## src/logic/core_defs.svh

```systemverilog
`ifndef core_defs_svh
`define core_defs_svh

// Address of the first instruction fetched after reset
`define core_reset_pc 64'h100

// Number of 8-byte instruction cache lines, a power of two
`define cache_lines 16

`endif

```

## src/logic/structures.sv

```systemverilog
package structures;

    typedef logic [63:0] xlen_t;  // Data word or byte address
    typedef logic [31:0] inst_t;
    typedef logic [4:0] reg_idx_t;

    typedef struct packed {
        logic valid;
        xlen_t addr;  // Always aligned to a whole line
    } mem_bus_req_t;

    typedef struct packed {
        logic mem_ready;
        xlen_t data;  // The whole 64-bit line
    } mem_bus_resp_t;

    typedef struct packed {
        logic valid;
        xlen_t fetch_pc;
        xlen_t fetch_pc4;
        inst_t inst;
    } if_regs_t;

    typedef enum logic [2:0] {
        alu_add,
        alu_sub,
        alu_and,
        alu_or,
        alu_xor,
        alu_pass_b
    } alu_op_t;

    typedef enum logic [1:0] {
        br_none,
        br_beq,
        br_bne,
        br_jal
    } branch_kind_t;

    typedef struct packed {
        logic valid;
        xlen_t pc;
        xlen_t pc4;
        reg_idx_t rd;
        alu_op_t alu_op;
        branch_kind_t branch;
        xlen_t op_a;
        xlen_t op_b;
        xlen_t rs1_val;
        xlen_t rs2_val;
        xlen_t target;  // PC plus the branch or jump offset
    } id_regs_t;

    // value is kept at zero whenever rd is x0
    typedef struct packed {
        logic valid;
        xlen_t pc;
        reg_idx_t rd;
        xlen_t value;
    } ex_regs_t;

endpackage

```

## src/logic/core_id.sv

```systemverilog
`timescale 1ns/10ps

module core_id (
    input  logic                  clock,
    input  logic                  reset,
    input  logic                  flush,
    input  structures::if_regs_t  if_regs,
    input  structures::ex_regs_t  ex_fwd,
    input  structures::xlen_t     rs1_data,
    input  structures::xlen_t     rs2_data,
    output structures::reg_idx_t  rs1_idx,
    output structures::reg_idx_t  rs2_idx,
    output structures::id_regs_t  id_regs
);
    localparam logic [6:0] opc_op_imm = 7'b0010011;
    localparam logic [6:0] opc_op = 7'b0110011;
    localparam logic [6:0] opc_lui = 7'b0110111;
    localparam logic [6:0] opc_branch = 7'b1100011;
    localparam logic [6:0] opc_jal = 7'b1101111;

    structures::inst_t inst;
    logic [6:0] opcode;
    logic [2:0] funct3;
    logic [6:0] funct7;
    structures::xlen_t imm_i;
    structures::xlen_t imm_u;
    structures::xlen_t imm_b;
    structures::xlen_t imm_j;
    structures::id_regs_t decoded;
    structures::id_regs_t id_q;
    logic id_valid_q;

    // Result of the instruction in execute wins over the register file
    function automatic structures::xlen_t pick_src(
        input structures::reg_idx_t idx,
        input structures::xlen_t rf_value,
        input structures::ex_regs_t fwd
    );
        if (fwd.valid && fwd.rd == idx && idx != '0) begin
            return fwd.value;
        end
        return rf_value;
    endfunction

    always_comb begin
        inst = if_regs.inst;
        opcode = inst[6:0];
        funct3 = inst[14:12];
        funct7 = inst[31:25];
        rs1_idx = inst[19:15];
        rs2_idx = inst[24:20];

        imm_i = {{52{inst[31]}}, inst[31:20]};
        imm_u = {{32{inst[31]}}, inst[31:12], 12'b0};  // LUI result is sign-extended
        imm_b = {{51{inst[31]}}, inst[31], inst[7], inst[30:25], inst[11:8], 1'b0};
        imm_j = {{43{inst[31]}}, inst[31], inst[19:12], inst[20], inst[30:21], 1'b0};

        decoded.valid = if_regs.valid && !flush;
        decoded.pc = if_regs.fetch_pc;
        decoded.pc4 = if_regs.fetch_pc4;
        decoded.rd = '0;  // Anything outside the subset writes nothing
        decoded.alu_op = structures::alu_add;
        decoded.branch = structures::br_none;
        decoded.rs1_val = pick_src(rs1_idx, rs1_data, ex_fwd);
        decoded.rs2_val = pick_src(rs2_idx, rs2_data, ex_fwd);
        decoded.op_a = decoded.rs1_val;
        decoded.op_b = decoded.rs2_val;
        decoded.target = if_regs.fetch_pc + imm_b;

        case (opcode)
            opc_op_imm: begin
                if (funct3 == 3'b000) begin
                    decoded.rd = inst[11:7];
                    decoded.op_b = imm_i;
                end
            end
            opc_op: begin
                decoded.rd = inst[11:7];
                case (funct3)
                    3'b000: decoded.alu_op = funct7[5] ? structures::alu_sub
                                                       : structures::alu_add;
                    3'b100: decoded.alu_op = structures::alu_xor;
                    3'b110: decoded.alu_op = structures::alu_or;
                    3'b111: decoded.alu_op = structures::alu_and;
                    default: decoded.rd = '0;
                endcase
            end
            opc_lui: begin
                decoded.rd = inst[11:7];
                decoded.alu_op = structures::alu_pass_b;
                decoded.op_a = '0;
                decoded.op_b = imm_u;
            end
            opc_branch: begin
                if (funct3 == 3'b000) begin
                    decoded.branch = structures::br_beq;
                end else if (funct3 == 3'b001) begin
                    decoded.branch = structures::br_bne;
                end
            end
            opc_jal: begin
                decoded.rd = inst[11:7];
                decoded.branch = structures::br_jal;
                decoded.op_a = if_regs.fetch_pc;
                decoded.op_b = 64'd4;  // Link value comes out of the adder
                decoded.target = if_regs.fetch_pc + imm_j;
            end
            default: begin
                decoded.rd = '0;
            end
        endcase
    end

    always_ff @(posedge clock, posedge reset) begin
        if (reset) begin
            id_valid_q <= 1'b0;
        end else begin
            id_valid_q <= decoded.valid;
        end
    end

    always_ff @(posedge clock) begin
        id_q <= decoded;
    end

    always_comb begin
        id_regs = id_q;
        id_regs.valid = id_valid_q;
    end

endmodule

```

## config.mk

```make
export PLATFORM = sky130hd
export DESIGN_NAME = core_id
export DESIGN_NICKNAME = d
export VERILOG_FILES = /design/src/logic/core_defs.svh /design/src/logic/structures.sv /design/src/logic/core_id.sv
export SDC_FILE = /design/constraint.sdc
export NUM_CORES = 1
export LEC_CHECK = 0
export ABC_CLOCK_PERIOD_IN_PS = 900
export BUFFER_PORTS_ARGS = -buffer_cell sky130_fd_sc_hd__buf_2
export CORE_AREA = 2 2 348 350
export CTS_CLUSTER_SIZE = 14
export DETAILED_ROUTE_END_ITERATION = 6
export DIE_AREA = 0 0 350 352
export GPL_TIMING_DRIVEN = 0
export PLACE_DENSITY_LB_ADDON = 0.12
export SLEW_MARGIN = 10
export SYNTH_ARGS = -nofsm -noshare
export SYNTH_HDL_FRONTEND = slang
export SYNTH_SLANG_ARGS = --single-unit
```

## constraint.sdc

```tcl
create_clock -name clock -period 0.9 [get_ports clock]
set_clock_uncertainty 0.05 [all_clocks]
set_input_delay 0 -clock clock [delete_from_list [all_inputs] [get_ports clock]]
set_output_delay 0 -clock clock [all_outputs]
set_load 0.05 [all_outputs]
```

==> impl_metrics.csv <==
group,metric,value,unit
clocking,tritoncts,"yes",
status,run_status,"finished, violations left",
critical_path,critical_path.startpoint_type,"input port",
power,p_int,45.9,mW
global_route,grt_max_degree,47,
critical_path,critPathMaxFanout,5,
drt,drt_antenna_net_count,0,
power,netSwitchingPower,23.4,mW
worst_hold_path,beginning_of_the_worst_hold_path,"if_regs[97]",
logic_synthesis,synth_largest_area_cell,"sky130_fd_sc_hd__dfxtp_1",
sta,setup_tns,-367.08,ns
sta,min_period_over_period,319,%
clocking,ctsLongestPathBuffers,3,
worst_hold_path,timing.hold.worst.class,"in -> reg",
final_layout,num-fill-cells,12100,
placement,gp_routability_congestion,0.838,
floorplan,floorplan.initialDensity,13.8,%
placement,placement.io_buffers,830,
floorplan,std_cell_rows,127,
status,failed_checks,"hold timing, setup timing",
floorplan,die_y,352,um
logic_synthesis,postSynthAreaPerCell,10.4,um2
sta,max_clock_freq,348,MHz
power,seqPwrFrac,33.9,%
logic_synthesis,synth_fp_nets,2073,
sta,worst_slack,-1.97,ns
worst_hold_path,hold_path_end,"id_regs[395]",
sta,final-hold-violation-count,12,
logic_synthesis,syn_area,0.0164,mm2
power,power_leakage,16.4,nW
global_route,antenna_found_initial,19,
final_layout,fraction_of_final_layout_cells_with_drive_strength_greater_than_1,61.1,%
clocking,total_clock_sinks,458,
logic_synthesis,synth_flop_cell,"sky130_fd_sc_hd__dfxtp_1",
placement,dp_cells,4026,
sta,grt_setup_unrepaired,"yes",
floorplan,core_region_area,0.119,mm2
logic_synthesis,yosys_warning_total,0,
sta,max-slew-margin-rel,40.7,%
floorplan,floorplan.die_area,0.123,mm2
drt,postRouteWirelength,110,mm
power,vdd_ir_drop_max,0.00142,V
clocking,htree_levels,2,
drt,detailedRoute.firstIterationViolations,890,
logic_synthesis,yosysTopAreaCellShare,55.7,%
logic_synthesis,synth.distinct_cells,64,
drt,vias_per_cell,3.81,
logic_synthesis,synth-seq-area-share,55.8,%
critical_path,crit_type,"in -> reg",
final_layout,final_area,0.0382,mm2
clocking,cts-root-buf,"sky130_fd_sc_hd__clkbuf_16",
power,pwrdens,1820,mW/mm2
sta,fin_crit,2.87,ns
sta,whs,-0.481,ns
run,timing.max_cap.violations,0,
drt,vias,17800,
floorplan,floorplan.io_pins,895,
power,combPwrFrac,30.7,%
final_layout,final_cell_count_no_fill,4682,
logic_synthesis,ys_async_sr_fraction,0.218,%
logic_synthesis,count_of_flip_flops_with_a_built_in_enable_after_synthesis,0,
sta,final_max_slew_viol_count,0,
final_layout,layout.cells.most_common_list,"455 x sky130_fd_sc_hd__dfxtp_2, 424 x sky130_fd_sc_hd__dlygate4sd3_1, 375 x sky130_fd_sc_hd__buf_8",
critical_path,critical_path_required,1.38,ns
placement,dpl_cell_area,0.0232,mm2
final_layout,leading_cell_type_in_the_layout_fill_and_taps_excluded,"sky130_fd_sc_hd__dfxtp_2",
sta,finalSetupViolCount,786,
global_route,total_gr_overflow,0,
logic_synthesis,synthesis.instances,1584,
final_layout,area_delta_synth_final,132,%
critical_path,end_kind,"flop",
sta,max_slew.worst_pin.slew,0.889,ns
worst_hold_path,hold-path-cell-count,1,
clocking,clk_pin_slew_worst_paths,0.06,ns
global_route,wire_length_of_the_first_global_routing_pass,150,mm
drt,drt_first_pass_iters,5,
logic_synthesis,synth.ff_latch_count,458,
global_route,grt.total_usage,17.2,%
final_layout,design.final.nets,3512,
power,power.share.switching,33.8,%
placement,post-dp-hpwl,83.8,mm
logic_synthesis,area_contributors_post_synth,"sky130_fd_sc_hd__dfxtp_1 56%, sky130_fd_sc_hd__mux2_2 4.7%, sky130_fd_sc_hd__ha_1 4.7%",
clocking,cts_made_buffers,57,
floorplan,floorplan.die.width,350,um
global_route,first_global_vias,19400,
drt,drc,0,
power,pwr-share-clk,35.4,%
critical_path,worst-endpoint-arrival,3.35,ns
drt,wl_per_cell,23.5,um
[cells by family after synthesis]
family | count (synthesis) | synth area share, %
compound gates | 343 | 13.3
xor+xnor | 66 | 3.52
fa+ha+maj | 63 | 4.84
buf+inv | 166 | 4.18
flops | 458 | 55.8
mux | 133 | 8.63
simple gates | 355 | 9.64
[how the worst max path moves through the flow]
stage	startpoint	to	slack, ns	cells past startpoint
2_1_floorplan	if_regs[0]	id_regs[55]	-2.14	16
3_3_place_gp	if_regs[5]	id_regs[57]	-4.19	16
3_5_place_dp	if_regs[5]	id_regs[57]	-4.19	16
4_1_cts	if_regs[0]	id_regs[57]	-1.91	20
5_1_grt	if_regs[6]	id_regs[57]	-2.04	20
6_report	if_regs[20]	id_regs[59]	-1.97	14
[state kept, by name, indices dropped and copies added (netlist names)]
| name | flops |
|---|---|
| id_regs | 457 |
| id_valid_q | 1 |
[Yosys cell counts (all sizes together), types with 3 or more instances]
master    n
nor2b     9
a21oi    90
a22o      8
mux2i    64
a211oi    7
o211ai    3
nand2   196
nand2b    9
o22ai     4
nor3     21
xor2     31
o21bai   14
or2       3
mux2     69
and3      4
o21a      7
o21ai   119
inv      87
buf      27
ha       62
nand4    28
and2      6
dfxtp   457
clkbuf   52
xnor2    35
nor4     12
nor2     50
a21o     34
nand3     8
a31oi     6
a221o    21
a211o     3
o31ai     7
or3       5
[final cells by class]
class	count	area [um2]	share of cell area, %
Antenna cell	2	5.00	0.0131
Buffer	69	722	1.89
Clock buffer	71	1560	4.09
Clock inverter	33	414	1.09
Inverter	87	329	0.862
Multi-Input combinational cell	960	8700	22.8
Sequential cell	458	9740	25.5
Tap cell	1612	2020	5.29
Timing Repair Buffer	1390	14700	38.5
[timing repair]
action / 4_1_cts / 5_1_grt
hold endpoints to repair: 450 / 39
pin swaps: 77 / 56
gates cloned: 8 / 0
gates resized for setup: 2181 / 84
endpoints found under the setup margin: 784 / 785
setup buffers: 106 / 26
hold buffers: 417 / 11
[worst max-delay path, stage by stage]
cell,delay (ns)
sky130_fd_sc_hd__buf_12,0.12
sky130_fd_sc_hd__dlygate4sd3_1,0.71
sky130_fd_sc_hd__mux2_2,0.35
sky130_fd_sc_hd__ha_4,0.27
sky130_fd_sc_hd__nand2_1,0.07
sky130_fd_sc_hd__nor2_1,0.05
sky130_fd_sc_hd__a211oi_2,0.37
sky130_fd_sc_hd__nand2_2,0.12
sky130_fd_sc_hd__a211o_1,0.37
sky130_fd_sc_hd__a31o_4,0.27
sky130_fd_sc_hd__a211oi_4,0.21
sky130_fd_sc_hd__buf_6,0.17
sky130_fd_sc_hd__nand4_1,0.08
sky130_fd_sc_hd__o311a_1,0.19
[power groups by stage]
stage               combinational [mW]  clock (mW)  sequential, mW
floorplan                         3.43           0            28.9
global placement                  14.7           0            22.8
detailed placement                14.6           0            22.8
CTS                               20.9        25.4            23.5
global route                      22.1        26.2            23.6
finish                            21.3        24.6            23.5
[routing by layer]
metal / vias to the layer above / global-route usage, % / part of all wire (%)
met5: - / 0 / 0.031
met4: 6 / 3.80 / 2.2
met3: 130 / 3.08 / 5.1
met2: 559 / 30.6 / 50
met1: 8736 / 21.5 / 43
li1: 8388 / - / -
[through the flow]
stage	setup WS (ns)	utilization, %	total power [mW]	hold slack, ns
CTS	-1.91	31.5	69.8	-0.603
finish	-1.97	32.0	69.3	-0.481
floorplan	-2.14	-	32.3	-0.321
global route	-2.04	32.0	71.9	-0.526
global placement	-4.19	19.4	37.5	-0.212
detailed placement	-4.19	19.4	37.5	-0.214
Power figures use the tool's default switching activity.
