**src/logic/core_defs.svh**
```systemverilog
`ifndef core_defs_svh
`define core_defs_svh

// Address of the first instruction fetched after reset
`define core_reset_pc 64'h100

// Number of 8-byte instruction cache lines, a power of two
`define cache_lines 16

`endif

```
**src/logic/structures.sv**
```systemverilog
package structures;

    typedef logic [63:0] xlen_t;  // Data word or byte address
    typedef logic [31:0] inst_t;
    typedef logic [4:0] reg_idx_t;

    typedef struct packed {
        logic valid;
        xlen_t addr;  // Always aligned to a whole line
    } mem_bus_req_t;

    typedef struct packed {
        logic mem_ready;
        xlen_t data;  // The whole 64-bit line
    } mem_bus_resp_t;

    typedef struct packed {
        logic valid;
        xlen_t fetch_pc;
        xlen_t fetch_pc4;
        inst_t inst;
    } if_regs_t;

    typedef enum logic [2:0] {
        alu_add,
        alu_sub,
        alu_and,
        alu_or,
        alu_xor,
        alu_pass_b
    } alu_op_t;

    typedef enum logic [1:0] {
        br_none,
        br_beq,
        br_bne,
        br_jal
    } branch_kind_t;

    typedef struct packed {
        logic valid;
        xlen_t pc;
        xlen_t pc4;
        reg_idx_t rd;
        alu_op_t alu_op;
        branch_kind_t branch;
        xlen_t op_a;
        xlen_t op_b;
        xlen_t rs1_val;
        xlen_t rs2_val;
        xlen_t target;  // PC plus the branch or jump offset
    } id_regs_t;

    // value is kept at zero whenever rd is x0
    typedef struct packed {
        logic valid;
        xlen_t pc;
        reg_idx_t rd;
        xlen_t value;
    } ex_regs_t;

endpackage

```
**src/logic/cache_l1.sv**
```systemverilog
`timescale 1ns/10ps
`include "core_defs.svh"

module cache_l1 #(
    parameter int lines = `cache_lines
) (
    input  logic                      clock,
    input  logic                      reset,
    input  logic                      enable,
    input  logic                      clear,
    input  structures::xlen_t         addr,
    output structures::xlen_t         rdata,
    output logic                      miss,
    output structures::mem_bus_req_t  req,
    input  structures::mem_bus_resp_t resp
);
    localparam int index_bits = $clog2(lines);
    localparam int tag_bits = 64 - 3 - index_bits;

    structures::xlen_t line_data [lines];
    logic [tag_bits-1:0] line_tag [lines];
    logic [lines-1:0] line_valid;

    structures::xlen_t addr_q;
    logic lookup_q;  // Registered address belongs to a live fetch
    logic [index_bits-1:0] index;
    logic [tag_bits-1:0] tag;
    logic fill;

    always_comb begin
        index = addr_q[3 +: index_bits];
        tag = addr_q[63 -: tag_bits];
        miss = lookup_q && !(line_valid[index] && line_tag[index] == tag);
        req.valid = miss && !clear;  // A flush abandons the refill
        req.addr = {addr_q[63:3], 3'b000};
        fill = req.valid && resp.mem_ready;
        rdata = fill ? resp.data : line_data[index];  // Refill data bypasses the array
    end

    always_ff @(posedge clock, posedge reset) begin
        if (reset) begin
            addr_q <= '0;
            lookup_q <= 1'b0;
            line_valid <= '0;
        end else begin
            if (enable || clear) begin
                addr_q <= addr;
                lookup_q <= !clear;  // Wrong-path address never requests a line
            end
            if (fill) begin
                line_valid[index] <= 1'b1;
            end
        end
    end

    always_ff @(posedge clock) begin
        if (fill) begin
            line_data[index] <= resp.data;
            line_tag[index] <= tag;
        end
    end

endmodule

```
**src/logic/core_if.sv**
```systemverilog
`timescale 1ns/10ps
`include "core_defs.svh"

module core_if #(
    parameter structures::xlen_t reset_pc = `core_reset_pc
) (
    input  logic                      clock,
    input  logic                      reset,
    input  structures::xlen_t         next_fetch_pc,
    input  logic                      flush,
    output structures::xlen_t         first_half_pc4,
    output structures::if_regs_t      if_regs,
    output structures::mem_bus_req_t  inst_req,
    input  structures::mem_bus_resp_t inst_resp
);
    structures::xlen_t fetch_pc;
    structures::xlen_t fetch_pc4;
    structures::xlen_t if_pc;
    structures::xlen_t if_pc4;
    structures::xlen_t line;
    logic if_valid_q;
    logic miss;
    logic miss_stall;
    logic advance;

    cache_l1 inst_cache (
        .clock(clock),
        .reset(reset),
        .enable(!miss_stall),
        .clear(flush),
        .addr(fetch_pc),
        .rdata(line),
        .miss(miss),
        .req(inst_req),
        .resp(inst_resp)
    );

    always_comb begin
        miss_stall = miss && !inst_resp.mem_ready;  // Refill cycle lets fetch move on
        advance = !miss_stall || flush;
        first_half_pc4 = fetch_pc4;
        if_regs.valid = if_valid_q && !miss_stall;
        if_regs.fetch_pc = if_pc;
        if_regs.fetch_pc4 = if_pc4;
        if_regs.inst = if_pc[2] ? line[63:32] : line[31:0];
    end

    always_ff @(posedge clock, posedge reset) begin
        if (reset) begin
            fetch_pc <= reset_pc;
            fetch_pc4 <= reset_pc + 64'd4;
            if_valid_q <= 1'b0;
        end else if (advance) begin
            fetch_pc <= next_fetch_pc;
            fetch_pc4 <= next_fetch_pc + 64'd4;
            if_valid_q <= !flush;
        end
    end

    always_ff @(posedge clock) begin
        if (advance) begin
            if_pc <= fetch_pc;
            if_pc4 <= fetch_pc4;
        end
    end

endmodule

```
**config.mk**
```make
export PLATFORM = sky130hd
export DESIGN_NAME = core_if
export DESIGN_NICKNAME = d
export VERILOG_FILES = /design/src/logic/structures.sv /design/src/logic/cache_l1.sv /design/src/logic/core_if.sv
export VERILOG_INCLUDE_DIRS = /design/src /design/src/logic
export SDC_FILE = /design/constraint.sdc
export NUM_CORES = 2
export LEC_CHECK = 0
export ABC_AREA = 1
export BUFFER_PORTS_ARGS = -buffer_cell sky130_fd_sc_hd__buf_2
export CORE_MARGIN = 2
export CORE_UTILIZATION = 65
export CTS_CLUSTER_DIAMETER = 60
export DETAILED_ROUTE_END_ITERATION = 8
export GPL_TIMING_DRIVEN = 0
export PLACE_DENSITY = 0.95
export SETUP_SLACK_MARGIN = 0.02
export SYNTH_ARGS = -nofsm -noshare
export SYNTH_HDL_FRONTEND = slang
export SYNTH_SLANG_ARGS = --single-unit
```
**constraint.sdc**
```tcl
create_clock -name clock -period 18.73 [get_ports clock]
set_input_delay 0 -clock clock [delete_from_list [all_inputs] [get_ports clock]]
set_output_delay 0 -clock clock [all_outputs]
set_load 0.02 [all_outputs]
```
==> summary.md, run 1 <==
| Metric | Value |
|---|---|
| DP Worst Slack | `roughly 12 ns` |
| Die Y | `~370 µm` |
| Boundary Pins | `around 420` |
| Clock sink count | `approximately 2,300` |
| Synth async-reset ratio | `9.00%` |
| Synth Area in Adders | `0.0140%` |
| Outcome | `stopped before the end` |
| CTS Hold Bufs | `179` |
| Largest net degree at the start of global routing | `124` |
| Err | `[ERROR GRT-0232] Routing congestion too high. Check the congestion heatmap in the GUI.` |
| Complex-gate fraction of the synthesized area | `about 7.5%` |
| Top-area cell type share of the netlist area | `just under 70%` |
| Post-synthesis simple-gate area fraction | `14.2%` |
| Mux cell area share after synthesis | `0%` |
| Cell variety after synth | `36` |
| Rows | `between 100 and 150` |
| EDFF count, synth | `about 2,100` |
| Sequential area share after synthesis | `75.1%` |
| Tot GR Track Use | `approximately 66%` |
| Placed cell count | `9,412` |
| Synth Area in XOR/XNOR | `0.539%` |
| Initial antenna violation count | `approximately 110` |
| YS warnings | `0` |
| Synth Cell Area | `0.0893 mm²` |
| CTS root buf | `clkbuf_16` |
| Cts repair resizes | `0` |
| Syn Inst Count | `7,110` |
| Syn_area_per_cell | `~13 µm²` |
| Deepest clock path buffer count | `3` |
| Synth area leader | `edfxtp_1` |
| Final Wtd Congestion | `approximately 1` |
| Initial core utilization | `65.7%` |
| Post-CTS Setup Inserts | `0` |
| Main synth FF type | `edfxtp_1` |
| GRT overflow | `7` |
| H-tree levels | `4` |
| Count leader, synth | `nand2_1` |
| Fail Step | `5_1_grt` |
| Main combinational cell family by area after synthesis | `simple AND/OR/NAND/NOR gates` |
| Largest cells by area after synthesis | `edfxtp_1 (69%), nand2_1 (12%), dfrtp_1 (5.6%)` |
| Number of port buffers | `418` |
| Flops & latches, synth | `between 2,000 and 2,500` |
| Die width | `between 300 and 400 µm` |
| Num CTS Buffers | `slightly above 200` |
| Synth cell count leaders | `nand2_1 (2,798), edfxtp_1 (2,062), a22oi_1 (512), dfrtp_1 (201), clkbuf_1 (195)` |
| Hpwl dp | `approximately 200,000 µm` |
cell families after synthesis:
logic type,count (synthesis)
AND/OR/NAND/NOR,3242
flip-flops,2266
AO/OA/AOI/OAI,979
buffers and inverters,566
XOR/XNOR,55
adder cells (fa/ha/maj),1
other,1
per-layer routing:
layer | global-route usage (%) | GRT overflow
met5 | 48.7 | 0
met4 | 59.3 | 4
met3 | 59.3 | 2
met2 | 76.7 | 0
met1 | 64.8 | 1
stage by stage:
| stage | setup TNS, ns | cell area (µm²) | util [%] |
|---|---|---|---|
| floorplan | 0 | 89300 | - |
| CTS | 0 | 104000 | 76.7 |
| detailed placement | 0 | 95800 | 70.5 |
| global placement | -433.29 | 93600 | 68.8 |
==> run 2, diff against run 1 <==
--- a/config.mk
+++ b/config.mk
@@ -9,12 +9,10 @@
 export ABC_AREA = 1
 export BUFFER_PORTS_ARGS = -buffer_cell sky130_fd_sc_hd__buf_2
 export CORE_MARGIN = 2
-export CORE_UTILIZATION = 65
-export CTS_CLUSTER_DIAMETER = 60
+export CORE_UTILIZATION = 40
 export DETAILED_ROUTE_END_ITERATION = 8
 export GPL_TIMING_DRIVEN = 0
-export PLACE_DENSITY = 0.95
-export SETUP_SLACK_MARGIN = 0.02
+export PLACE_DENSITY_LB_ADDON = 0.15
 export SYNTH_ARGS = -nofsm -noshare
 export SYNTH_HDL_FRONTEND = slang
 export SYNTH_SLANG_ARGS = --single-unit
==> run 2 against run 1 <==
  * Synthesized cell count stayed put
  * Area after synthesis stayed put
  * The run now ends clean
==> summary.md, run 2 <==
| Metric | Value |
|---|---|
| Outcome | `finished clean` |
| Crit-path cells | `inv_1 > nor2_1 > clkbuf_1 > o21ai_1 > nand2_1 > nor2_1 > nand2_1 > nand2_1 > nand2_1 > nor2_1 > nand3_1 > nor2_1 > nand2_1 > nand3_2 > buf_4 > buf_2 > nor3_2 > buf_6 > buf_6 > buf_6 > buf_6 > buf_6 > buf_6` |
| Commonest non-fill, non-tap cell in the layout | `nand2_1` |
| Worst-path maximum fanout | `10` |
| Largest cells by area after synthesis | `edfxtp_1 (69%), nand2_1 (12%), dfrtp_1 (5.6%)` |
| Hold path start | `next_fetch_pc[11]` |
| Top flop regs | `inst_cache.line_data (1024), inst_cache.line_tag (912)` |
| CTS tree | `yes` |
| Post-route DRC | `0` |
| CP Launch Point | `inst_cache.addr_q[5]` |
| DR vias | `a little over 60,000` |
| Unrepaired setup endpoints after global routing | `false` |
| Hold crit path type | `in -> reg` |
| Die width | `476 µm (+27%)` |
| Syn_area_per_cell | `12.6 µm² (unchanged)` |
| GRT overflow | `0` |
| Clk_lat worst skew | `0.89 ns` |
| CP startpoint kind | `flop` |
| CP arrival | `around 7.7 ns` |
| Design Power | `between 10 and 15 mW` |
| Reg2reg start | `inst_cache.addr_q[5]` |
| Fin nets | `8,189` |
| Layout cells sized above 1 | `around an eighth` |
| # fillers | `slightly below 20,000` |
| Final setup fails | `0` |
| Top-area cell type share of the netlist area | `69.3% (unchanged)` |
| CTS Hold Bufs | `171 (-4.5%)` |
| Post-CTS Setup Inserts | `0 (unchanged)` |
| Die area | `roughly 0.23 mm²` |
| R2r setup slk | `~12 ns` |
| CP Data Required Time | `a little under 20 ns` |
| Sequential area share after synthesis | `75.1% (unchanged)` |
| Met1 Usage GRT | `around 38%` |
| Worst Clk Skew | `0.0844 ns` |
| Most frequent CP cell | `buf_6` |
| Number of port buffers | `418 (unchanged)` |
| Area grow syn2layout | `20.1%` |
| Slew Viols, Final | `0` |
| Placed cell count | `10,600 (+13%)` |
| Deepest clock path buffer count | `3 (unchanged)` |
| Leak pwr | `slightly above 40 nW` |
| Initial core utilization | `40.2% (-25 points)` |
| Starting DRT DRC Count | `between 7,000 and 8,000` |
| Rows | `173 (+28%)` |
| Synth async-reset ratio | `9.00% (unchanged)` |
| Tot GR Track Use | `about 28%` |
| WL/cell | `approximately 29 µm` |
| EDFF count, synth | `2,062 (unchanged)` |
| Count leader, synth | `nand2_1` |
| Flops & latches, synth | `2,266 (unchanged)` |
| Met2 GRT Util | `roughly 45%` |
| Crit path largest cell delay | `about 1.1 ns` |
| Boundary Pins | `422 (unchanged)` |
| Number of max-cap violations | `0` |
| Max_slew headroom | `under 10%` |
| Initial antenna violation count | `34` |
| Antenna viol nets, final | `0` |
| Final Wtd Congestion | `0.915 (-8.4%)` |
| Fin crit share | `38.2%` |
| Synth Cell Area | `0.0893 mm² (unchanged)` |
| Most flops, register | `inst_cache.line_data` |
| Crit path max-delay cell type | `clkbuf_1` |
| H-tree levels | `4 (unchanged)` |
| Hold path endpoint | `fetch_pc[11]` |
| Most frequent cells in the layout | `nand2_1 (2,798), edfxtp_1 (2,062), buf_2 (547)` |
| Vias in the first global route | `roughly 59,000` |
| Synth cell count leaders | `nand2_1 (2,798), edfxtp_1 (2,062), a22oi_1 (512), dfrtp_1 (201), clkbuf_1 (195)` |
| Num CTS Buffers | `233 (+13%)` |
| Max reg flops | `~1,000` |
| PwrDens | `110 mW/mm²` |
| Ratio of routed vias to standard cells | `5.49` |
| Final WL | `323,000 µm` |
| Worst hold slack | `about 0.042 ns` |
| Hpwl dp | `222,000 µm (+11%)` |
| Achievable frequency | `around 140 MHz` |
| Worst Setup End Kind | `flop` |
| Top Usage Layer GRT | `met2` |
| Slew @ Worst Pin | `approximately 1.5 ns` |
| First-pass GRT wire length | `approximately 450,000 µm` |
| Main synth FF type | `edfxtp_1` |
| Synth area leader | `edfxtp_1` |
| Die Y | `476 µm (+27%)` |
| Clock sink count | `2,266 (unchanged)` |
| Syn Inst Count | `7,110 (unchanged)` |
| Fin cells | `approximately 11,000` |
| Min Tclk post-route | `7.15 ns` |
| Cts repair resizes | `0 (unchanged)` |
| Setup CP Type | `reg -> reg` |
| CTS root buf | `clkbuf_16` |
| R2r worst-path depth | `23` |
| DR pass1 iterations | `6` |
| Peak supply drop | `between 0.00009 and 0.0001 V` |
| YS warnings | `0 (unchanged)` |
| Final hold vios | `0` |
| Largest net degree at the start of global routing | `104` |
| Worst r2r dst | `inst_cache.line_data[9][46]` |
| Core Area | `0.222 mm²` |
| GR Util met3 | `under 10%` |
| WHS Path Cells | `4` |
| Reg clk slew, reported paths | `about 0.060 ns` |
| Cell variety after synth | `36 (unchanged)` |
-- run 2: power by group --
group / leakage, nW / internal, mW / switching (mW)
clock network: 3.85 / 2.77 / 2.01
registers: 21.2 / 5.64 / 0.154
logic: 15.7 / 0.325 / 0.917
total: 40.7 / 8.74 / 3.08
-- run 2: logic make-up after synthesis --
logic type | count (synthesis) | synth area share [%]
xor+xnor | 55 | 0.539
flops | 2266 | 75.1
simple gates | 3242 | 14.2
other cells | 1 | 0.00420
compound gates | 979 | 7.49
buf+inv | 566 | 2.69
fa+ha+maj | 1 | 0.0140
-- run 2: area by class of cell --
class	count	area, µm²	share of cell area (%)
multi-input cells	4280	20000	18.6
clock buffers	306	6390	5.96
diodes	23	57.6	0.0537
repair buffers	709	6210	5.79
inverters	174	661	0.616
plain buffers	392	1750	1.63
flip-flops and latches	2266	67000	62.5
well taps	2975	3720	3.47
clock inverters	137	1450	1.35
-- run 2: metrics by stage --
stage	utilization (%)	setup WS, ns	setup TNS, ns	area [µm²]
finish	48.3	11.58	0	107000
global route	48.3	11.50	0	107000
CTS	48.3	11.82	0	107000
detailed placement	44.0	11.83	0	97700
global placement	42.8	-7.37	-889.46	95100
floorplan	-	7.45	0	89300
-- run 2: layer usage --
metal | wire length (µm) | part of all wire (%) | up-vias
li1 | - | - | 27100
met1 | 131000 | 41 | 31300
met2 | 153000 | 47 | 2918
met3 | 25600 | 7.9 | 494
met4 | 13000 | 4.0 | 26
met5 | 148 | 0.046 | -
-- run 2: worst max-delay path by stage --
stage          cells after the start                     endpoint  slack (ns)
3_3_place_gp                      17  inst_cache.line_data[9][47]       -7.37
4_1_cts                           27  inst_cache.line_data[9][40]       11.82
2_1_floorplan                     20   inst_cache.line_data[9][0]        7.45
6_report                          23  inst_cache.line_data[9][46]       11.58
5_1_grt                           23  inst_cache.line_data[9][46]       11.50
3_5_place_dp                      23  inst_cache.line_data[9][47]       11.83
-- run 2: worst max-delay path, delay by kind of cell, from the launching register on --
family	cells	cell delay, ns
AND/OR/NAND/NOR	12	3.05
buffers and inverters	10	2.88
flip-flops	1	0.62
AO/OA/AOI/OAI	1	0.20
(Power assumes the default switching activity.)
