`src/logic/core_defs.svh`:
```
`ifndef core_defs_svh
`define core_defs_svh

// Address of the first instruction fetched after reset
`define core_reset_pc 64'h100

// Number of 8-byte instruction cache lines, a power of two
`define cache_lines 16

`endif

```
`src/logic/structures.sv`:
```
package structures;

    typedef logic [63:0] xlen_t;  // Data word or byte address
    typedef logic [31:0] inst_t;
    typedef logic [4:0] reg_idx_t;

    typedef struct packed {
        logic valid;
        xlen_t addr;  // Always aligned to a whole line
    } mem_bus_req_t;

    typedef struct packed {
        logic mem_ready;
        xlen_t data;  // The whole 64-bit line
    } mem_bus_resp_t;

    typedef struct packed {
        logic valid;
        xlen_t fetch_pc;
        xlen_t fetch_pc4;
        inst_t inst;
    } if_regs_t;

    typedef enum logic [2:0] {
        alu_add,
        alu_sub,
        alu_and,
        alu_or,
        alu_xor,
        alu_pass_b
    } alu_op_t;

    typedef enum logic [1:0] {
        br_none,
        br_beq,
        br_bne,
        br_jal
    } branch_kind_t;

    typedef struct packed {
        logic valid;
        xlen_t pc;
        xlen_t pc4;
        reg_idx_t rd;
        alu_op_t alu_op;
        branch_kind_t branch;
        xlen_t op_a;
        xlen_t op_b;
        xlen_t rs1_val;
        xlen_t rs2_val;
        xlen_t target;  // PC plus the branch or jump offset
    } id_regs_t;

    // value is kept at zero whenever rd is x0
    typedef struct packed {
        logic valid;
        xlen_t pc;
        reg_idx_t rd;
        xlen_t value;
    } ex_regs_t;

endpackage

```
`src/logic/core_ex.sv`:
```
`timescale 1ns/10ps

module core_ex (
    input  logic                 clock,
    input  logic                 reset,
    input  structures::id_regs_t id_regs,
    input  structures::xlen_t    first_half_pc4,
    output structures::xlen_t    next_fetch_pc,
    output logic                 flush,
    output structures::ex_regs_t ex_fwd,
    output structures::ex_regs_t ex_regs
);
    structures::xlen_t result;
    logic taken;
    structures::ex_regs_t ex_q;
    logic ex_valid_q;

    always_comb begin
        case (id_regs.alu_op)
            structures::alu_add: result = id_regs.op_a + id_regs.op_b;
            structures::alu_sub: result = id_regs.op_a - id_regs.op_b;
            structures::alu_and: result = id_regs.op_a & id_regs.op_b;
            structures::alu_or: result = id_regs.op_a | id_regs.op_b;
            structures::alu_xor: result = id_regs.op_a ^ id_regs.op_b;
            structures::alu_pass_b: result = id_regs.op_b;
            default: result = '0;
        endcase

        case (id_regs.branch)
            structures::br_beq: taken = id_regs.rs1_val == id_regs.rs2_val;
            structures::br_bne: taken = id_regs.rs1_val != id_regs.rs2_val;
            structures::br_jal: taken = 1'b1;
            default: taken = 1'b0;
        endcase

        flush = id_regs.valid && taken;  // Kills the two younger fetches
        next_fetch_pc = flush ? id_regs.target : first_half_pc4;

        ex_fwd.valid = id_regs.valid;
        ex_fwd.pc = id_regs.pc;
        ex_fwd.rd = id_regs.rd;
        ex_fwd.value = (id_regs.rd == '0) ? '0 : result;  // Branches carry rd x0
    end

    always_ff @(posedge clock, posedge reset) begin
        if (reset) begin
            ex_valid_q <= 1'b0;
        end else begin
            ex_valid_q <= ex_fwd.valid;
        end
    end

    always_ff @(posedge clock) begin
        ex_q <= ex_fwd;
    end

    always_comb begin
        ex_regs = ex_q;
        ex_regs.valid = ex_valid_q;
    end

endmodule

```
`config.mk`:
```
export PLATFORM = sky130hd
export DESIGN_NAME = core_ex
export DESIGN_NICKNAME = d
export VERILOG_FILES = /design/src/logic/core_defs.svh /design/src/logic/structures.sv /design/src/logic/core_ex.sv
export SDC_FILE = /design/constraint.sdc
export NUM_CORES = 1
export LEC_CHECK = 0
export ABC_AREA = 0
export ABC_CLOCK_PERIOD_IN_PS = 9400
export BUFFER_PORTS_ARGS = -buffer_cell sky130_fd_sc_hd__buf_2
export CORE_AREA = 2 2 331 333
export CTS_CLUSTER_SIZE = 40
export DETAILED_ROUTE_END_ITERATION = 10
export DIE_AREA = 0 0 333 335
export GPL_TIMING_DRIVEN = 0
export PLACE_DENSITY_LB_ADDON = 0.15
export SLEW_MARGIN = 30
export SYNTH_ARGS = -nofsm -noshare
export SYNTH_HDL_FRONTEND = slang
export SYNTH_SLANG_ARGS = --single-unit
```
`constraint.sdc`:
```
create_clock -name clock -period 9.4 [get_ports clock]
set_clock_uncertainty 0.15 [all_clocks]
set_input_delay 1.88 -clock clock [delete_from_list [all_inputs] [get_ports clock]]
set_output_delay 1.88 -clock clock [all_outputs]
set_load 0.05 [all_outputs]
```
==> impl_results.md, run 1 <==
* P_sw at 1450 uW
* Drt via density at 4.02
* Slew headroom at 32.7%
* Max Fanout on Critical Path at 7
* Crit path required time at 7.37 ns
* Wire length of the first global-routing pass at 129 mm
* Post-synth EDFFs at 0
* Antenna violations before repair at 65
* Pwr Density at 143 mW/mm^2
* H-tree levels at 4
* Final period util at 97.4%
* Drt first pass iters at 5
* Final #Nets at 3225
* Grt total ovfl at 0
* Startpoint Class: primary input
* Sequential area share after synthesis at 19.7%
* RSZ-0062 raised after global routing: false
* Status: finished, final reports clean
* Clock network power share at 24.7%
* Synth area leaders: dfxtp_1 (20%), ha_1 (18%), xnor2_1 (10%)
* Maxcap violations at 0
* PortBufs at 790
* DRC violations left at 0
* Antenna violation net count after detailed routing at 0
* Synth top area share at 19.5%
* Core area at 0.108 sq mm
* Syn Area/Cell at 8.04 sq um
* Total track usage at 16.7%
* Num rows at 121
* Clock Path Buffers at 2
* Cell variety after synth at 71
* Fmax at 109 MHz
* Worst VDD drop at 106 uV
* Net Sw Frac at 49.5%
* Via count at 15870
* #FFs+latches synth at 134
* Seq pwr share at 21.7%
* Synth-to-Final Area Change at 50.2%
* Gp weighted congestion at 1.00
* HP Class: in -> async
* Cells after synthesis at 1695
* IO Count at 858
* Leak at 0.00979 uW
* Vias in the first global route at 15744
* DRT iter0 DRCs at 701
* WS Path Type: in -> out
* Final setup TNS at 0 ns
* Comb power frac at 53.6%
* Synth Flop Type: dfxtp_1
* Clock period minus final worst setup slack at 9.16 ns
* Final non-filler cell total at 3943
* Die area at 0.112 sq mm
* Area leader, netlist: dfxtp_1
* Worst-path clk slew at 0.07 ns
* Worst Max-Slew Pin Slew at 1.01 ns
* Die height at 335 um
* Syn nets at 2413
* Wire per inst at 24.3 um
* CP arrival at 7.13 ns
* Die width at 333 um
* Share of cells above drive strength 1 at 41.9%
* Total clock sinks at 134
* Final setup viols at 0
* Critical Path Sink Type: output port
* Mapped Area at 0.0136 sq mm
* TritonCTS clock tree: done
* Count of final hold-check violations at 0
* Detail Placement HPWL at 83.3 mm
* Initial Utilization at 12.6%
* Largest net degree at the start of global routing at 17
* Commonest cells after routing, fill and taps aside: buf_2 (786), ha_1 (191), xnor2_1 (156), nand2_1 (148), inv_1 (144)
* Hold-fix buffers at CTS at 0
* Clock buffer count from CTS at 17
* Fraction of registers with async set/reset at 0.746%
* Final slew viol count at 0
* Final wirelength at 96.0 mm
* Most common cell after layout, fill and taps aside: buf_2
* Synth warn at 0
* Fillers at 12508
* CTS root buffer: clkbuf_16
* Internal power at 1480 uW
* Placed Cells at 3901
[power by group through the flow]
stage | Combinational [uW] | Clock [uW] | Sequential, uW
after floorplan | 812 | 0 | 848
after global placement | 1560 | 0 | 648
after detailed placement | 1550 | 0 | 648
after CTS | 1580 | 772 | 636
after global routing | 1680 | 790 | 640
final | 1570 | 722 | 635
[cells by family after synthesis]
| group | share of synthesized area (%) |
|---|---|
| simple gates | 12.7 |
| fa+ha+maj | 17.8 |
| compound gates | 22.5 |
| flops | 19.7 |
| mux | 5.73 |
| xor+xnor | 11.6 |
| buf+inv | 9.99 |
[through the flow]
step                hold WS (ns)  power, uW  setup slack, ns  util (%)  cell area (sq um)
floorplan                   1.46       1660            0.439         -              13600
global placement            1.59       2200            -2.37      17.9              19400
detailed placement          1.59       2200            -1.32      18.0              19400
CTS                         1.02       2990          0.00299      18.8              20300
global route                1.05       3110           0.0133      18.9              20500
finish                      1.09       2920            0.242      18.9              20500
[synthesized netlist by cell type (all sizes together) (45+ instances only)]
cell type and n:
a21o 45, mux2 64, xnor2 156, nor2 63
clkbuf 70, a21oi 123, nand2 149, ha 192
dfxtp 133, inv 144, o21ai 108, a221oi 56
buf 78
[how the worst max path moves through the flow]
stage                            start          to  slack [ns]  depth (start not counted)
after floorplan           id_regs[198]  ex_fwd[61]        0.44                         18
after global placement    id_regs[323]  ex_fwd[57]       -2.37                         19
after detailed placement  id_regs[323]  ex_fwd[61]       -1.32                         18
after CTS                 id_regs[198]  ex_fwd[61]       0.003                         21
after global routing      id_regs[197]  ex_fwd[63]        0.01                         23
final                     id_regs[198]  ex_fwd[63]        0.24                         23
[timing repair]
item                                    CTS  global route
endpoints found under the setup margin   46            20
buffers inserted                          6             2
gates resized for setup                  68            25
pin swaps                                 8             4
[area by class of cell]
type	count	area [sq um]	share of cell area, %
Clock inverter	14	150	0.733
Clock buffer	18	429	2.10
Sequential cell	134	2690	13.1
Buffer	141	835	4.08
Timing Repair Buffer	800	4050	19.8
Inverter	144	541	2.64
Tap cell	1414	1770	8.64
Antenna cell	9	22.5	0.110
Multi-Input combinational cell	1269	9990	48.8
[critical path: stages]
cell and delay [ns]:
buf_2 0.13, or4_4 0.60, nor3_4 0.19, nand3_4 0.13
nor4_4 0.26, buf_4 0.20, nand3_4 0.13, or3_4 0.44
o31ai_2 0.22, xnor2_1 0.15, ha_1 0.25, clkbuf_1 0.19
a21o_1 0.23, a21o_1 0.17, a21o_1 0.20, a311oi_1 0.33
o21ai_0 0.16, a21oi_2 0.20, o31ai_4 0.14, a31oi_2 0.27
nor2_1 0.08, a211o_1 0.32, buf_2 0.23
[layer usage]
layer / track usage (%) / vias up / wire length (um)
li1: - / 7580 / -
met1: 19.8 / 7375 / 40300
met2: 29.3 / 698 / 46400
met3: 4.53 / 175 / 6180
met4: 4.95 / 42 / 2870
met5: 0 / - / 269
[state kept, by name, indices dropped and copies added (netlist names)]
register,count
ex_valid_q,1
ex_regs,133
No activity file was read; power rests on OpenSTA's default activity.
==> run 2, diff against run 1 <==
CORE_AREA = 2 2 336 338   (was 2 2 331 333)
DIE_AREA = 0 0 338 340   (was 0 0 333 335)
==> impl_results.md, run 2 (synthesis gave the netlist of run 1 again) <==
* Status: finished, final reports clean (unchanged)
* Die height at 340 um (was 335 um)
* Max Fanout on Critical Path at 6 (was 7)
* RSZ-0062 raised after global routing: true (was false)
* PortBufs at 790 (unchanged)
* Tot Pwr at 2930 uW (was 2920 uW)
* Vias in the first global route at 15952 (was 15744)
* Internal power at 1470 uW (was 1480 uW)
* Core area at 0.112 sq mm (was 0.108 sq mm)
* Clock buffer count from CTS at 17 (unchanged)
* Largest net degree at the start of global routing at 17 (unchanged)
* Fmax at 109 MHz (about the same)
* HP Class: in -> async (unchanged)
* Worst VDD drop at 124 uV (was 106 uV)
* Worst Max-Slew Pin Slew at 0.959 ns (was 1.01 ns)
* Crit path required time at 7.37 ns (about the same)
* Final worst slack at 0.216 ns (was 0.242 ns)
* Final Instance Area at 0.0206 sq mm (was 0.0205 sq mm)
* Commonest cells after routing, fill and taps aside: buf_2 (786), ha_1 (191), xnor2_1 (156), nand2_1 (148), inv_1 (144) (unchanged)
* Startpoint Class: primary input (unchanged)
* Gp weighted congestion at 0.915 (was 1.00)
* Final #Nets at 3228 (was 3225)
* Drt first pass iters at 5 (unchanged)
* Clock period minus final worst setup slack at 9.18 ns (was 9.16 ns)
* P_sw at 1470 uW (was 1450 uW)
* Final period util at 97.7% (was 97.4%)
* Worst-path clk slew at 0.08 ns (was 0.07 ns)
* DRC violations left at 0 (unchanged)
* Share of cells above drive strength 1 at 41.8% (was 41.9%)
* Via count at 15814 (was 15870)
* Wire length of the first global-routing pass at 124 mm (was 129 mm)
* Comb power frac at 52.9% (was 53.6%)
* Synth-to-Final Area Change at 51.0% (was 50.2%)
* H-tree levels at 4 (unchanged)
* IO Count at 858 (unchanged)
* Critical Path Sink Type: output port (unchanged)
* Num rows at 123 (was 121)
* Place WS at -1.27 ns (was -1.32 ns)
* Total track usage at 15.5% (was 16.7%)
* TritonCTS clock tree: done (unchanged)
* WS Path Type: in -> out (unchanged)
* Antenna violations before repair at 69 (was 65)
* Slew headroom at 36.1% (was 32.7%)
* Hold-fix buffers at CTS at 0 (unchanged)
* CP arrival at 7.15 ns (was 7.13 ns)
* Wire per inst at 22.6 um (was 24.3 um)
* Die width at 338 um (was 333 um)
* Net Sw Frac at 50.0% (was 49.5%)
* CTS root buffer: clkbuf_16 (unchanged)
* Grt total ovfl at 0 (unchanged)
* Final wirelength at 91.1 mm (was 96.0 mm)
* Clock Path Buffers at 2 (unchanged)
* Clock network power share at 25.5% (was 24.7%)
* Count of final hold-check violations at 0 (unchanged)
* Detail Placement HPWL at 78.5 mm (was 83.3 mm)
* Total clock sinks at 134 (unchanged)
* Leak at 0.00981 uW (was 0.00979 uW)
* Seq pwr share at 21.6% (was 21.7%)
* Final slew viol count at 0 (unchanged)
* Placed Instance Area at 0.0195 sq mm (was 0.0194 sq mm)
* Maxcap violations at 0 (unchanged)
* Die area at 0.115 sq mm (was 0.112 sq mm)
* Initial Utilization at 12.2% (was 12.6%)
* Final setup viols at 0 (unchanged)
* Largest register FFs at 133 (unchanged)
* DRT iter0 DRCs at 745 (was 701)
* Drt via density at 3.91 (was 4.02)
* Pwr Density at 143 mW/mm^2 (about the same)
* Antenna violation net count after detailed routing at 0 (unchanged)
* Most common cell after layout, fill and taps aside: buf_2 (unchanged)
run 2: critical path: stages:
cell and delay, ns:
buf_2 0.14, or4_4 0.58, nor3_4 0.20, nand3_4 0.14, nor4_4 0.26, buf_4 0.19
nand3_4 0.13, or3_4 0.41, or2_4 0.31, o31ai_2 0.21, xnor2_1 0.10, ha_2 0.37
and3_2 0.24, and3_1 0.22, and3_4 0.21, nand4_1 0.13, or4_4 0.57, a41oi_2 0.24
xnor2_1 0.19, o22ai_2 0.17, buf_6 0.23
run 2: final timing paths:
check / from / endpoint / slack (ns)
max: id_regs[197] / ex_fwd[61] / 0.22
min: reset / ex_valid_q / 1.04
max in group asynchronous: reset / ex_valid_q / 7.97
min in group clock: id_regs[417] / ex_regs[92] / 1.33
run 2: repair_timing:
item | CTS | global route
gates cloned | 0 | 0
pin swaps | 7 | 5
gates resized for setup | 59 | 30
setup buffers | 8 | 3
setup endpoints to repair | 38 | 28
hold endpoints to repair | 0 | 0
run 2: per-layer routing:
layer  track usage [%]  up-vias  part of all wire, %
met4              4.62       54                  2.5
li1                  -     7607                    -
met1              18.7     7388                   43
met3              4.34      148                  6.8
met2              26.3      617                   48
met5                 0        -                 0.35
run 2: metrics by stage:
stage / hold WS (ns) / util (%) / instances / setup TNS (ns)
after global placement: 1.57 / 17.4 / 3985 / -63.22
after global routing: 1.01 / 18.4 / 4030 / -0.0570
after detailed placement: 1.57 / 17.5 / 3985 / -21.15
after CTS: 0.982 / 18.3 / 4024 / -0.163
final: 1.04 / 18.5 / 4041 / 0
after floorplan: 1.46 / - / 1695 / 0
run 2: power by group through the flow:
stage | Combinational, uW | Sequential (uW) | Clock, uW
3_5_place_dp | 1530 | 647 | 0
4_1_cts | 1560 | 635 | 806
2_1_floorplan | 812 | 848 | 0
3_3_place_gp | 1540 | 647 | 0
6_report | 1550 | 634 | 748
5_1_grt | 1670 | 640 | 814
run 2: area by class of cell:
cell class                      count  area, sq um
Fill cell                       12758        91000
Multi-Input combinational cell   1269         9950
Timing Repair Buffer              801         4050
Sequential cell                   134         2690
Tap cell                         1500         1880
Buffer                            143          831
Inverter                          144          541
Clock buffer                       17          425
Clock inverter                     15          180
Antenna cell                       18         45.0
==> run 3, diff against run 2 <==
--- a/config.mk
+++ b/config.mk
@@ -16,3 +16,3 @@
 export PLACE_DENSITY_LB_ADDON = 0.15
-export SLEW_MARGIN = 30
+export SLEW_MARGIN = 40
 export SYNTH_ARGS = -nofsm -noshare
==> constraint.sdc (replaced) <==
create_clock -name clock -period 9.4 [get_ports clock]
set_clock_uncertainty 0.15 [all_clocks]
set_input_delay 0.94 -clock clock [delete_from_list [all_inputs] [get_ports clock]]
set_output_delay 0.94 -clock clock [all_outputs]
set_load 0.05 [all_outputs]
==> impl_results.md, run 3 (synthesis gave the netlist of run 1 again) <==
* Startpoint Class: primary input (unchanged)
* Worst VDD drop at 117 uV (was 124 uV)
* TritonCTS clock tree: done (unchanged)
* Leak at 0.00974 uW (was 0.00981 uW)
* IO Count at 858 (unchanged)
* Gp weighted congestion at 0.915 (unchanged)
* Final wirelength at 90.8 mm (was 91.1 mm)
* Max incr delay on CP at 0.59 ns (was 0.58 ns)
* Pwr Density at 146 mW/mm^2 (was 143 mW/mm^2)
* Vias in the first global route at 15808 (was 15952)
* Wire per inst at 22.5 um (was 22.6 um)
* Die width at 338 um (unchanged)
* Antenna violation net count after detailed routing at 0 (unchanged)
* Tot Pwr at 2950 uW (was 2930 uW)
* Final slew viol count at 0 (unchanged)
* Total track usage at 15.4% (was 15.5%)
* Num rows at 123 (unchanged)
* Final #Nets at 3222 (was 3228)
* Max Fanout on Critical Path at 7 (was 6)
* Via count at 15654 (was 15814)
* Final Instance Area at 0.0202 sq mm (was 0.0206 sq mm)
* Worst-path clk slew at 0.08 ns (about the same)
* CTS root buffer: clkbuf_16 (unchanged)
* Fillers at 12785 (was 12758)
* Total clock sinks at 134 (unchanged)
* Place WS at 0.647 ns (was -1.27 ns)
* Detail Placement HPWL at 78.5 mm (about the same)
* Most common cell on crit path: and3_1
* Final non-filler cell total at 4032 (was 4041)
* Status: finished, final reports clean (unchanged)
* Synth-to-Final Area Change at 48.1% (was 51.0%)
* Clock buffer count from CTS at 17 (unchanged)
* Worst Max-Slew Pin Slew at 0.897 ns (was 0.959 ns)
* Most common cell after layout, fill and taps aside: buf_2 (unchanged)
* Wire length of the first global-routing pass at 124 mm (about the same)
* Setup bufs post-CTS at 0 (was 8)
* WS Path Type: in -> out (unchanged)
* Largest net degree at the start of global routing at 17 (unchanged)
* Final period util at 92.0% (was 97.7%)
* Slew headroom at 39.9% (was 36.1%)
* Share of cells above drive strength 1 at 39.8% (was 41.8%)
* PortBufs at 790 (unchanged)
* HP Class: in -> async (unchanged)
* Core area at 0.112 sq mm (unchanged)
* Clock Path Buffers at 2 (unchanged)
* Final setup viols at 0 (unchanged)
* Antenna violations before repair at 68 (was 69)
* Critical path cell sequence: buf_2, or4_4, nor3_2, nand3_1, nor4_2, nand3_1, or3_1, or2_1, o31ai_1, xnor2_1, ha_1, and3_1, and3_1, and3_1, nand4_1, or4_1, a41oi_1, xnor2_1, o22ai_1, buf_2 (was buf_2, or4_4, nor3_4, nand3_4, nor4_4, buf_4, nand3_4, or3_4, or2_4, o31ai_2, xnor2_1, ha_2, and3_2, and3_1, and3_4, nand4_1, or4_4, a41oi_2, xnor2_1, o22ai_2, buf_6)
* Fmax at 116 MHz (was 109 MHz)
* DRT iter0 DRCs at 664 (was 745)
* Commonest cells after routing, fill and taps aside: buf_2 (791), ha_1 (192), xnor2_1 (156), nand2_1 (149), inv_1 (144) (was buf_2 (786), ha_1 (191), xnor2_1 (156), nand2_1 (148), inv_1 (144))
* Critical path's slowest cell: or4_1 (was or4_4)
* Critical Path Sink Type: output port (unchanged)
* CP arrival at 7.56 ns (was 7.15 ns)
* DRC violations left at 0 (unchanged)
* Hold-fix buffers at CTS at 0 (unchanged)
* Count of final hold-check violations at 0 (unchanged)
* Drt first pass iters at 5 (unchanged)
* H-tree levels at 4 (unchanged)
* Crit path required time at 8.31 ns (was 7.37 ns)
* Largest register FFs at 133 (unchanged)
* Placed Cells at 3985 (unchanged)
* Placed Instance Area at 0.0195 sq mm (about the same)
* Setup crit start: id_regs[198] (was id_regs[197])
* RSZ-0062 raised after global routing: false (was true)
* Crit path capture: ex_fwd[61] (unchanged)
* Grt total ovfl at 0 (unchanged)
* Post-CTS sizing at 0 (was 59)
* Initial Utilization at 12.2% (unchanged)
* Final worst slack at 0.749 ns (was 0.216 ns)
* Maxcap violations at 0 (unchanged)
* Drt via density at 3.88 (was 3.91)
* Die area at 0.115 sq mm (unchanged)
* Clock period minus final worst setup slack at 8.65 ns (was 9.18 ns)
* Die height at 340 um (unchanged)
==> run 3: worst max-delay path: cells and delay by family <==
| family | cells | cell delay (ns) |
|---|---|---|
| xor+xnor | 2 | 0.22 |
| fa+ha+maj | 1 | 0.44 |
| simple gates | 12 | 4.48 |
| buf+inv | 2 | 0.48 |
| compound gates | 3 | 0.98 |
==> run 3: worst min-delay path by stage <==
| stage | depth (start not counted) | start | to | slack, ns |
|---|---|---|---|---|
| final | 2 | reset | ex_valid_q | 0.1 |
| after global routing | 2 | reset | ex_valid_q | 0.06 |
| after CTS | 2 | reset | ex_valid_q | 0.04 |
| after detailed placement | 2 | reset | ex_valid_q | 0.63 |
| after global placement | 2 | reset | ex_valid_q | 0.63 |
| after floorplan | 1 | reset | ex_valid_q | 0.52 |
==> run 3: area by class of cell <==
class	instances	area, sq um	area share [%]
clock buffer	17	425	2.11
timing repair buffer	790	3950	19.6
clock inverter	15	223	1.10
inverter	144	541	2.68
buffer	148	848	4.20
multi-input combinational	1269	9600	47.6
tap	1500	1880	9.29
antenna	15	37.5	0.186
sequential	134	2690	13.3
==> run 3: where the power goes <==
group	total [uW]	switching, uW	leakage [uW]	internal (uW)
registers	634	10.9	0.00113	623
clock network	804	368	0.000321	436
logic	1520	1070	0.00829	446
==> run 3: per-layer routing <==
metal | share of wire (%) | vias to the layer above | global-route usage (%) | wire length, um
met1 | 42 | 7260 | 18.5 | 38200
met4 | 2.0 | 56 | 3.81 | 1860
met2 | 48 | 602 | 26.6 | 43700
li1 | - | 7593 | - | -
met5 | 0.37 | - | 0 | 336
met3 | 7.4 | 143 | 4.41 | 6690
==> run 3: through the flow <==
step           hold slack [ns]  utilization, %  setup TNS (ns)
6_report                0.0954            18.1               0
4_1_cts                 0.0400            18.1               0
3_5_place_dp             0.629            17.5               0
5_1_grt                 0.0587            18.1               0
2_1_floorplan            0.519               -               0
3_3_place_gp             0.628            17.4          -0.639
